--- src/source/lsu_config.svh ---
`ifndef LSU_CONFIG_SVH
`define LSU_CONFIG_SVH

// Load buffer and store queue sizes
`define LB_DEPTH 4
`define SQ_DEPTH 4
`define LB_IDX_WIDTH 2
`define SQ_IDX_WIDTH 2

// Word addressed data memory
`define ADDR_WIDTH 6
`define DATA_WIDTH 16

// Destination register tag of a load
`define TAG_WIDTH 5

`endif

--- src/source/lsu_pkg.sv ---
`include "lsu_config.svh"

package lsu_pkg;

    // One load buffer slot
    typedef struct packed {
        logic                      busy;
        logic                      resolved;
        logic [`ADDR_WIDTH-1:0]    addr;
        logic [`TAG_WIDTH-1:0]     tag;
        // Store slots that are older than this load
        logic [`SQ_DEPTH-1:0]      older_stores;
        logic                      issued;
    } lb_entry_t;

    // One store queue slot
    typedef struct packed {
        logic                      busy;
        logic                      resolved;
        logic                      committed;
        logic [`ADDR_WIDTH-1:0]    addr;
        logic [`DATA_WIDTH-1:0]    data;
    } sq_entry_t;

    // Request to the data memory
    typedef struct packed {
        logic                      write;
        logic [`ADDR_WIDTH-1:0]    addr;
        logic [`DATA_WIDTH-1:0]    wdata;
        // Load slot that gets the read response
        logic [`LB_IDX_WIDTH-1:0]  ld_idx;
    } mem_req_t;

endpackage

--- src/source/lsu_interfaces.sv ---
`timescale 1ns/1ps
`include "lsu_config.svh"

// Request is taken when req and grant are both high
interface mem_port_if;
    logic                      req;
    lsu_pkg::mem_req_t         mreq;
    logic                      grant;
    logic                      rvalid;
    logic [`DATA_WIDTH-1:0]    rdata;
    logic [`LB_IDX_WIDTH-1:0]  ridx;

    modport requester (
        output req, mreq,
        input  grant, rvalid, rdata, ridx
    );

    modport arbiter (
        input  req, mreq,
        output grant, rvalid, rdata, ridx
    );

    modport memory (
        input  req, mreq,
        output grant, rvalid, rdata, ridx
    );
endinterface

// Store queue state as seen by the load buffer
interface store_view_if;
    logic [`SQ_DEPTH-1:0]                     valid;
    logic [`SQ_DEPTH-1:0]                     resolved;
    logic [`SQ_DEPTH-1:0][`ADDR_WIDTH-1:0]    addr;
    logic [`SQ_IDX_WIDTH-1:0]                 alloc_idx;
    logic                                     drain;
    logic [`SQ_IDX_WIDTH-1:0]                 drain_idx;

    modport source (output valid, resolved, addr, alloc_idx, drain, drain_idx);
    modport viewer (input valid, resolved, addr, alloc_idx, drain, drain_idx);
endinterface

--- src/source/data_memory.sv ---
`timescale 1ns/1ps
`include "lsu_config.svh"

module data_memory (
    input  logic            clock,
    mem_port_if.memory      port
);
    logic [`DATA_WIDTH-1:0] words [2**`ADDR_WIDTH];

    // Each word starts out holding its own address
    initial begin
        for (int a = 0; a < 2**`ADDR_WIDTH; a++) begin
            words[a] = a[`DATA_WIDTH-1:0];
        end
    end

    assign port.grant = 1'b1;

    always @(posedge clock) begin
        if (port.req && port.mreq.write) begin
            words[port.mreq.addr] <= port.mreq.wdata;
        end
    end

    always_ff @(posedge clock) begin
        port.rvalid <= port.req && !port.mreq.write;
        port.rdata <= words[port.mreq.addr];
        port.ridx <= port.mreq.ld_idx;
    end

endmodule

--- src/source/load_buffer.sv ---
`timescale 1ns/1ps
`include "lsu_config.svh"

module load_buffer (
    input  logic                        clock,
    input  logic                        reset,
    input  logic                        alloc,
    output logic [`LB_IDX_WIDTH-1:0]    alloc_idx,
    output logic                        full,
    input  logic                        resolve_valid,
    input  logic [`LB_IDX_WIDTH-1:0]    resolve_idx,
    input  logic [`ADDR_WIDTH-1:0]      resolve_addr,
    input  logic [`TAG_WIDTH-1:0]       resolve_tag,
    output logic                        done_valid,
    output logic [`TAG_WIDTH-1:0]       done_tag,
    output logic [`DATA_WIDTH-1:0]      done_data,
    mem_port_if.requester               mem,
    store_view_if.viewer                stores
);
    lsu_pkg::lb_entry_t entries [`LB_DEPTH];

    logic [`LB_DEPTH-1:0]        ready;
    logic [`LB_IDX_WIDTH-1:0]    issue_idx;
    logic                        stale_older;

    // Lowest free slot
    always_comb begin
        alloc_idx = '0;
        full = 1'b1;
        for (int i = `LB_DEPTH - 1; i >= 0; i--) begin
            if (!entries[i].busy) begin
                alloc_idx = i[`LB_IDX_WIDTH-1:0];
                full = 1'b0;
            end
        end
    end

    // An older store blocks while unresolved or on the same word
    always_comb begin
        for (int i = 0; i < `LB_DEPTH; i++) begin
            ready[i] = entries[i].busy && entries[i].resolved && !entries[i].issued;
            for (int s = 0; s < `SQ_DEPTH; s++) begin
                if (entries[i].older_stores[s] &&
                    (!stores.resolved[s] || stores.addr[s] == entries[i].addr)) begin
                    ready[i] = 1'b0;
                end
            end
        end
    end

    always_comb begin
        issue_idx = '0;
        for (int i = `LB_DEPTH - 1; i >= 0; i--) begin
            if (ready[i]) begin
                issue_idx = i[`LB_IDX_WIDTH-1:0];
            end
        end
    end

    assign mem.req = |ready;
    assign mem.mreq = '{write: 1'b0, addr: entries[issue_idx].addr, wdata: '0,
                        ld_idx: issue_idx};

    // Response arrives one cycle after the grant
    assign done_valid = mem.rvalid;
    assign done_tag = entries[mem.ridx].tag;
    assign done_data = mem.rdata;

    always_ff @(posedge clock) begin
        if (reset) begin
            for (int i = 0; i < `LB_DEPTH; i++) begin
                entries[i].busy <= 1'b0;
                entries[i].resolved <= 1'b0;
                entries[i].issued <= 1'b0;
                entries[i].older_stores <= '0;
            end
        end else begin
            for (int i = 0; i < `LB_DEPTH; i++) begin
                if (stores.drain) begin
                    entries[i].older_stores[stores.drain_idx] <= 1'b0;
                end
            end
            if (alloc) begin
                entries[alloc_idx].busy <= 1'b1;
                entries[alloc_idx].resolved <= 1'b0;
                entries[alloc_idx].issued <= 1'b0;
                entries[alloc_idx].older_stores <= stores.valid;
            end
            if (resolve_valid) begin
                entries[resolve_idx].resolved <= 1'b1;
                entries[resolve_idx].addr <= resolve_addr;
                entries[resolve_idx].tag <= resolve_tag;
            end
            if (mem.req && mem.grant) begin
                entries[issue_idx].issued <= 1'b1;
            end
            if (mem.rvalid) begin
                entries[mem.ridx].busy <= 1'b0;
            end
        end
    end

    always_comb begin
        stale_older = 1'b0;
        for (int i = 0; i < `LB_DEPTH; i++) begin
            if (entries[i].busy && entries[i].older_stores[stores.alloc_idx]) begin
                stale_older = 1'b1;
            end
        end
    end

    a_resolve_busy: assert property (@(posedge clock) disable iff (reset)
        resolve_valid |-> entries[resolve_idx].busy);

    a_alloc_not_full: assert property (@(posedge clock) disable iff (reset)
        alloc |-> !full);

    // A free store slot must not still hold back any waiting load
    a_no_stale_older: assert property (@(posedge clock) disable iff (reset)
        !stores.valid[stores.alloc_idx] &&
        !(stores.drain && stores.drain_idx == stores.alloc_idx) |-> !stale_older);

endmodule

--- src/source/lsu_top.sv ---
`timescale 1ns/1ps
`include "lsu_config.svh"

module lsu_top (
    input  logic                        clock,
    input  logic                        reset,
    input  logic                        load_alloc,
    output logic [`LB_IDX_WIDTH-1:0]    load_alloc_idx,
    output logic                        load_full,
    input  logic                        load_resolve_valid,
    input  logic [`LB_IDX_WIDTH-1:0]    load_resolve_idx,
    input  logic [`ADDR_WIDTH-1:0]      load_resolve_addr,
    input  logic [`TAG_WIDTH-1:0]       load_resolve_tag,
    input  logic                        store_alloc,
    output logic [`SQ_IDX_WIDTH-1:0]    store_alloc_idx,
    output logic                        store_full,
    input  logic                        store_resolve_valid,
    input  logic [`SQ_IDX_WIDTH-1:0]    store_resolve_idx,
    input  logic [`ADDR_WIDTH-1:0]      store_resolve_addr,
    input  logic [`DATA_WIDTH-1:0]      store_resolve_data,
    input  logic                        store_commit,
    output logic                        load_done_valid,
    output logic [`TAG_WIDTH-1:0]       load_done_tag,
    output logic [`DATA_WIDTH-1:0]      load_done_data
);
    mem_port_if   ld_port ();
    mem_port_if   st_port ();
    mem_port_if   mem_port ();
    store_view_if store_view ();

    load_buffer u_load_buffer (
        .clock         (clock),
        .reset         (reset),
        .alloc         (load_alloc),
        .alloc_idx     (load_alloc_idx),
        .full          (load_full),
        .resolve_valid (load_resolve_valid),
        .resolve_idx   (load_resolve_idx),
        .resolve_addr  (load_resolve_addr),
        .resolve_tag   (load_resolve_tag),
        .done_valid    (load_done_valid),
        .done_tag      (load_done_tag),
        .done_data     (load_done_data),
        .mem           (ld_port.requester),
        .stores        (store_view.viewer)
    );

    store_queue u_store_queue (
        .clock         (clock),
        .reset         (reset),
        .alloc         (store_alloc),
        .alloc_idx     (store_alloc_idx),
        .full          (store_full),
        .resolve_valid (store_resolve_valid),
        .resolve_idx   (store_resolve_idx),
        .resolve_addr  (store_resolve_addr),
        .resolve_data  (store_resolve_data),
        .commit        (store_commit),
        .mem           (st_port.requester),
        .view          (store_view.source)
    );

    mem_arbiter u_mem_arbiter (
        .clock (clock),
        .reset (reset),
        .ld    (ld_port.arbiter),
        .st    (st_port.arbiter),
        .mem   (mem_port.requester)
    );

    data_memory u_data_memory (
        .clock (clock),
        .port  (mem_port.memory)
    );

endmodule

--- src/source/mem_arbiter.sv ---
`timescale 1ns/1ps
`include "lsu_config.svh"

module mem_arbiter (
    input  logic            clock,
    input  logic            reset,
    mem_port_if.arbiter     ld,
    mem_port_if.arbiter     st,
    mem_port_if.requester   mem
);
    // Set when the store port lost the last conflict
    logic st_first;
    logic st_wins;

    assign st_wins = st.req && (!ld.req || st_first);

    assign ld.grant = mem.grant && ld.req && !st_wins;
    assign st.grant = mem.grant && st_wins;

    assign mem.req = ld.req || st.req;
    assign mem.mreq = st_wins ? st.mreq : ld.mreq;

    // Read data only ever belongs to a load
    assign ld.rvalid = mem.rvalid;
    assign ld.rdata = mem.rdata;
    assign ld.ridx = mem.ridx;
    assign st.rvalid = 1'b0;
    assign st.rdata = '0;
    assign st.ridx = '0;

    always_ff @(posedge clock) begin
        if (reset) begin
            st_first <= 1'b0;
        end else if (ld.req && st.req && mem.grant) begin
            st_first <= !st_wins;
        end
    end

    // Back to back conflicts alternate between the ports
    a_last_loser_wins: assert property (@(posedge clock) disable iff (reset)
        $past(ld.req && st.req && mem.grant) && ld.req && st.req && mem.grant
        |-> st.grant == $past(ld.grant));

endmodule

--- src/source/store_queue.sv ---
`timescale 1ns/1ps
`include "lsu_config.svh"

module store_queue (
    input  logic                        clock,
    input  logic                        reset,
    input  logic                        alloc,
    output logic [`SQ_IDX_WIDTH-1:0]    alloc_idx,
    output logic                        full,
    input  logic                        resolve_valid,
    input  logic [`SQ_IDX_WIDTH-1:0]    resolve_idx,
    input  logic [`ADDR_WIDTH-1:0]      resolve_addr,
    input  logic [`DATA_WIDTH-1:0]      resolve_data,
    input  logic                        commit,
    mem_port_if.requester               mem,
    store_view_if.source                view
);
    lsu_pkg::sq_entry_t entries [`SQ_DEPTH];

    logic [`SQ_IDX_WIDTH-1:0]    head;
    logic [`SQ_IDX_WIDTH-1:0]    tail;
    logic [`SQ_IDX_WIDTH-1:0]    commit_ptr;
    logic [`SQ_IDX_WIDTH:0]      count;
    logic                        drain;

    assign full = (count == `SQ_DEPTH);
    assign alloc_idx = tail;

    // Only the committed head store goes to memory
    assign mem.req = entries[head].busy && entries[head].committed;
    assign mem.mreq = '{write: 1'b1, addr: entries[head].addr, wdata: entries[head].data,
                        ld_idx: '0};
    assign drain = mem.req && mem.grant;

    // Same cycle alloc counts as older, same cycle drain does not
    always_comb begin
        for (int i = 0; i < `SQ_DEPTH; i++) begin
            view.valid[i] = entries[i].busy;
            view.resolved[i] = entries[i].busy && entries[i].resolved;
            view.addr[i] = entries[i].addr;
        end
        if (drain) begin
            view.valid[head] = 1'b0;
        end
        if (alloc) begin
            view.valid[tail] = 1'b1;
        end
    end

    assign view.alloc_idx = tail;
    assign view.drain = drain;
    assign view.drain_idx = head;

    always_ff @(posedge clock) begin
        if (reset) begin
            head <= '0;
            tail <= '0;
            commit_ptr <= '0;
            count <= '0;
            for (int i = 0; i < `SQ_DEPTH; i++) begin
                entries[i].busy <= 1'b0;
                entries[i].resolved <= 1'b0;
                entries[i].committed <= 1'b0;
            end
        end else begin
            if (alloc) begin
                entries[tail].busy <= 1'b1;
                entries[tail].resolved <= 1'b0;
                entries[tail].committed <= 1'b0;
                tail <= tail + 1'b1;
            end
            if (resolve_valid) begin
                entries[resolve_idx].resolved <= 1'b1;
                entries[resolve_idx].addr <= resolve_addr;
                entries[resolve_idx].data <= resolve_data;
            end
            if (commit) begin
                entries[commit_ptr].committed <= 1'b1;
                commit_ptr <= commit_ptr + 1'b1;
            end
            if (drain) begin
                entries[head].busy <= 1'b0;
                head <= head + 1'b1;
            end
            case ({alloc, drain})
                2'b10: count <= count + 1'b1;
                2'b01: count <= count - 1'b1;
                default: count <= count;
            endcase
        end
    end

    a_commit_resolved: assert property (@(posedge clock) disable iff (reset)
        commit |-> entries[commit_ptr].busy && entries[commit_ptr].resolved);

    a_alloc_not_full: assert property (@(posedge clock) disable iff (reset)
        alloc |-> !full);

endmodule

--- config.mk ---
export PLATFORM = sky130hd
export DESIGN_NAME = lsu_top
export DESIGN_NICKNAME = d
export VERILOG_FILES = /design/src/source/lsu_pkg.sv /design/src/source/lsu_interfaces.sv /design/src/source/data_memory.sv /design/src/source/load_buffer.sv /design/src/source/lsu_top.sv /design/src/source/mem_arbiter.sv /design/src/source/store_queue.sv
export VERILOG_INCLUDE_DIRS = /design/src /design/src/source
export SDC_FILE = /design/constraint.sdc
export NUM_CORES = 1
export LEC_CHECK = 0
export BUFFER_PORTS_ARGS = -buffer_cell sky130_fd_sc_hd__buf_2
export CELL_PAD_IN_SITES_DETAIL_PLACEMENT = 2
export CELL_PAD_IN_SITES_GLOBAL_PLACEMENT = 2
export CORE_MARGIN = 4
export CORE_UTILIZATION = 35
export DETAILED_ROUTE_END_ITERATION = 16
export GPL_ROUTABILITY_DRIVEN = 0
export PLACE_DENSITY_LB_ADDON = 0.1
export SLEW_MARGIN = 10
export SYNTH_ARGS = -nofsm -noshare
export SYNTH_HDL_FRONTEND = slang
export SYNTH_SLANG_ARGS = --single-unit
--- constraint.sdc ---
create_clock -name clock -period 8.65 [get_ports clock]
set_input_delay 1.73 -clock clock [delete_from_list [all_inputs] [get_ports clock]]
set_output_delay 1.73 -clock clock [all_outputs]
set_load 0.03 [all_outputs]
==> impl_metrics.csv <==
group,metric,value,unit
sta,rsz0062_at_grt,"no",
setup_path,critPathLaunchType,"flop",
logic_synthesis,synth.most_common_cell,"edfxtp_1",
power,vdd_ir_drop_max,0.153,mV
sta,finalSetupViolCount,0,
final_layout,final_util,40.4,%
final_layout,nNetsFinal,3891,
sta,relSlewSlack,23.5,%
detailed_routing,drc,0,
hold_path,hold_end,"u_load_buffer.entries[0][16]",
logic_synthesis,synth_area_leader_cell,"edfxtp_1",
sta,finClkSkew,25.2,ps
detailed_routing,detail_route.wl_per_cell,30.5,um
global_routing,grt_usage,23.9,%
logic_synthesis,async_flop_share,0,%
detailed_routing,initialDrtViolationCount,2665,
logic_synthesis,synth_top_area_share,70.5,%
logic_synthesis,syn_area_per_cell,13.3,sq um
setup_path,worstPathRequired,9340,ps
logic_synthesis,synth-main-ff-cell,"edfxtp_1",
detailed_routing,routed_via_density,5.56,
floorplanning,rows,138,
sta,fin_tns_setup,0,ps
setup_path,cp-end-kind,"flop",
hold_path,whs_path_depth,1,
setup_path,r2r_end,"u_data_memory.port.rdata[1]",
clocking,insertion_delay,760,ps
floorplanning,die_x,386,um
global_routing,grtUsageMet2,41.0,%
global_routing,gr-usage-met3,4.00,%
sta,maxSlewViolCount,0,
floorplanning,start_util,35.3,%
logic_synthesis,syn_nets,3818,
clocking,root_buffer,"clkbuf_16",
final_layout,syn_to_final_growth,14.5,%
detailed_routing,vias,32500,
sta,finalCritPeriodShare,80.2,%
floorplanning,die_y,386,um
global_routing,first_global_vias,35100,
status,status,"finished, final reports clean",
flow_run,maxCapViolations,0,
logic_synthesis,yosysWarnings,0,
logic_synthesis,synthesis.area,0.0499,sq mm
setup_path,regToRegStartpoint,"u_store_queue.entries[3][24]",
clocking,cts.clk_slew.worst_paths,60,ps
clocking,cts_inserted_buffers,141,
final_layout,drive_above_1_share,11.7,%
detailed_routing,antenna_left,0,
global_routing,grtUsageMet1,30.1,%
logic_synthesis,synth.distinct_cells,66,
global_routing,grt_overflow,0,
floorplanning,dieArea,0.149,sq mm
sta,fin_crit,6940,ps
clocking,cts_setup_buffers,0,
clocking,h-tree-depth,4,
floorplanning,core,0.142,sq mm
logic_synthesis,synthCells,3760,
setup_path,worst-r2r-setup-slack,1710,ps
logic_synthesis,yosysSeqAreaShare,72.7,%
clocking,ctsHoldBuffers,0,
global_routing,antenna_found_initial,11,
sta,hold_viol_final,0,
hold_path,min_from,"u_load_buffer.entries[0][16]",
detailed_routing,wirelength,178,mm
power,p_leak,0.0191,uW
setup_path,cp_max_fo,80,
placement,port_buffers,71,
global_routing,grt_max_degree,127,
setup_path,arrival,7630,ps
floorplanning,ios,72,
logic_synthesis,ys_top_cells_by_area,"edfxtp_1 70%, nand2_1 6.8%, nand3_1 4.7%",
global_routing,grt_pass1_wl,256,mm
sta,fmax,144,MHz
final_layout,design_area,0.0572,sq mm
logic_synthesis,synth_commonest_cells,"1,172 x edfxtp_1, 906 x nand2_1, 473 x nand3_1",
global_routing,busiest_layer,"met2",
clocking,cts_tree,"done",
placement,pre_cts_slack,1640,ps
hold_path,worstHoldPathType,"reg -> reg",
clocking,clock_sinks,1227,
setup_path,reg2reg_depth,16,
placement,place_area,0.0528,sq mm
power,p_per_area,235,mW/mm^2
setup_path,worstSetupPathType,"reg -> reg",
logic_synthesis,ys_seq_elements,1227,
logic_synthesis,synth_enable_flop_cells,1172,
final_layout,num-fill-cells,14100,
placement,hpwlAfterDp,112,mm
detailed_routing,first_pass_iters,5,
clocking,cts_resized,0,
sta,worstMarginPinSlew,1150,ps
clocking,cts_buffer_depth,3,
sta,fin_ws,1710,ps
-- metrics by stage --
stage	hold WS [ps]	power [uW]	std cells
floorplan	426	7290	3760
global placement	434	7790	5578
detailed placement	442	7840	5579
CTS	456	13600	5834
global route	475	13900	5835
finish	453	13400	5842
-- metal layers --
metal / part of all wire [%] / vias to the layer above
met5: 0.019 / -
met4: 3.8 / 6
met3: 4.8 / 293
met2: 50 / 928
met1: 42 / 17300
li1: - / 14000
-- critical path, stage by stage, from the launching register on --
cell,delay [ps]
dfxtp_1,380
nand2_1,130
a222oi_1,650
nand2_1,170
or4_1,760
a2bb2oi_1,220
a221oi_1,490
a221o_2,270
buf_4,580
and2_4,960
buf_12,420
buf_4,550
nand2_1,110
nand3_1,110
nand3_1,140
nand4_1,460
or3b_1,180
-- power by group --
part | internal, uW | switching [uW] | total [uW]
Combinational | 268 | 757 | 1020
Sequential | 6540 | 130 | 6670
Clock | 3350 | 2400 | 5750
-- cells in the final DEF (no fill, tap or decap), types with 33 or more instances in the layout --
cell,count
a22oi_1,33
edfxtp_1,1172
dfxtp_1,54
clkbuf_1,41
buf_4,116
and2_1,49
mux2i_1,69
buf_2,71
a211oi_1,57
nand3_1,472
a21boi_0,70
clkbuf_16,147
a311oi_1,48
nor2_1,112
xor2_1,44
a31oi_1,37
nand4_1,51
xnor2_1,57
nand2_1,906
-- flip-flops by register name (all words and copies together), names as in the netlist, named ones only --
signal                        cells
u_load_buffer.entries            72
u_store_queue.commit_ptr          2
u_store_queue.view.drain_idx      2
u_store_queue.alloc_idx           2
u_data_memory.words            1024
u_data_memory.port.ridx           2
u_store_queue.count               3
u_data_memory.port.rdata         16
u_data_memory.port.rvalid         1
u_mem_arbiter.st_first            1
u_store_queue.entries           100
-- logic make-up (layout without fill, tap and decap cells) --
logic type / after synthesis / in the layout / share of synthesized area, %
flip-flops: 1227 / 1227 / 72.7
buffers and inverters: 286 / 471 / 2.39
adder cells (fa/ha/maj): 14 / 14 / 0.366
AO/OA/AOI/OAI: 323 / 323 / 4.90
multiplexers: 98 / 98 / 2.64
other: 0 / 7 / 0
XOR/XNOR: 101 / 101 / 1.77
AND/OR/NAND/NOR: 1711 / 1711 / 15.3
-- how the worst max path moves through the flow --
| stage | startpoint | end | slack, ps | cells past startpoint |
|---|---|---|---|---|
| after floorplan | reset | u_store_queue.entries[0][0] | 4360 | 3 |
| after global placement | u_load_buffer.entries[0][12] | u_data_memory.port.rdata[9] | 1540 | 16 |
| after detailed placement | u_load_buffer.entries[1][12] | u_data_memory.port.rdata[3] | 1640 | 16 |
| after CTS | u_store_queue.entries[2][18] | u_data_memory.port.rdata[3] | 1610 | 16 |
| after global routing | u_store_queue.entries[2][18] | u_data_memory.port.rdata[1] | 1350 | 16 |
| final | u_store_queue.entries[3][24] | u_data_memory.port.rdata[1] | 1710 | 16 |
-- final cells by class --
| cell class | instances | area, sq um | share of cell area, % |
|---|---|---|---|
| tap | 1890 | 2360 | 4.14 |
| antenna | 7 | 17.5 | 0.0306 |
| inverter | 18 | 67.6 | 0.118 |
| multi-input combinational | 2247 | 12600 | 22.0 |
| sequential | 1227 | 36300 | 63.5 |
| timing repair buffer | 198 | 1440 | 2.52 |
| clock buffer | 196 | 3940 | 6.90 |
| clock inverter | 59 | 444 | 0.777 |
No activity file was read; power rests on OpenSTA's default activity.
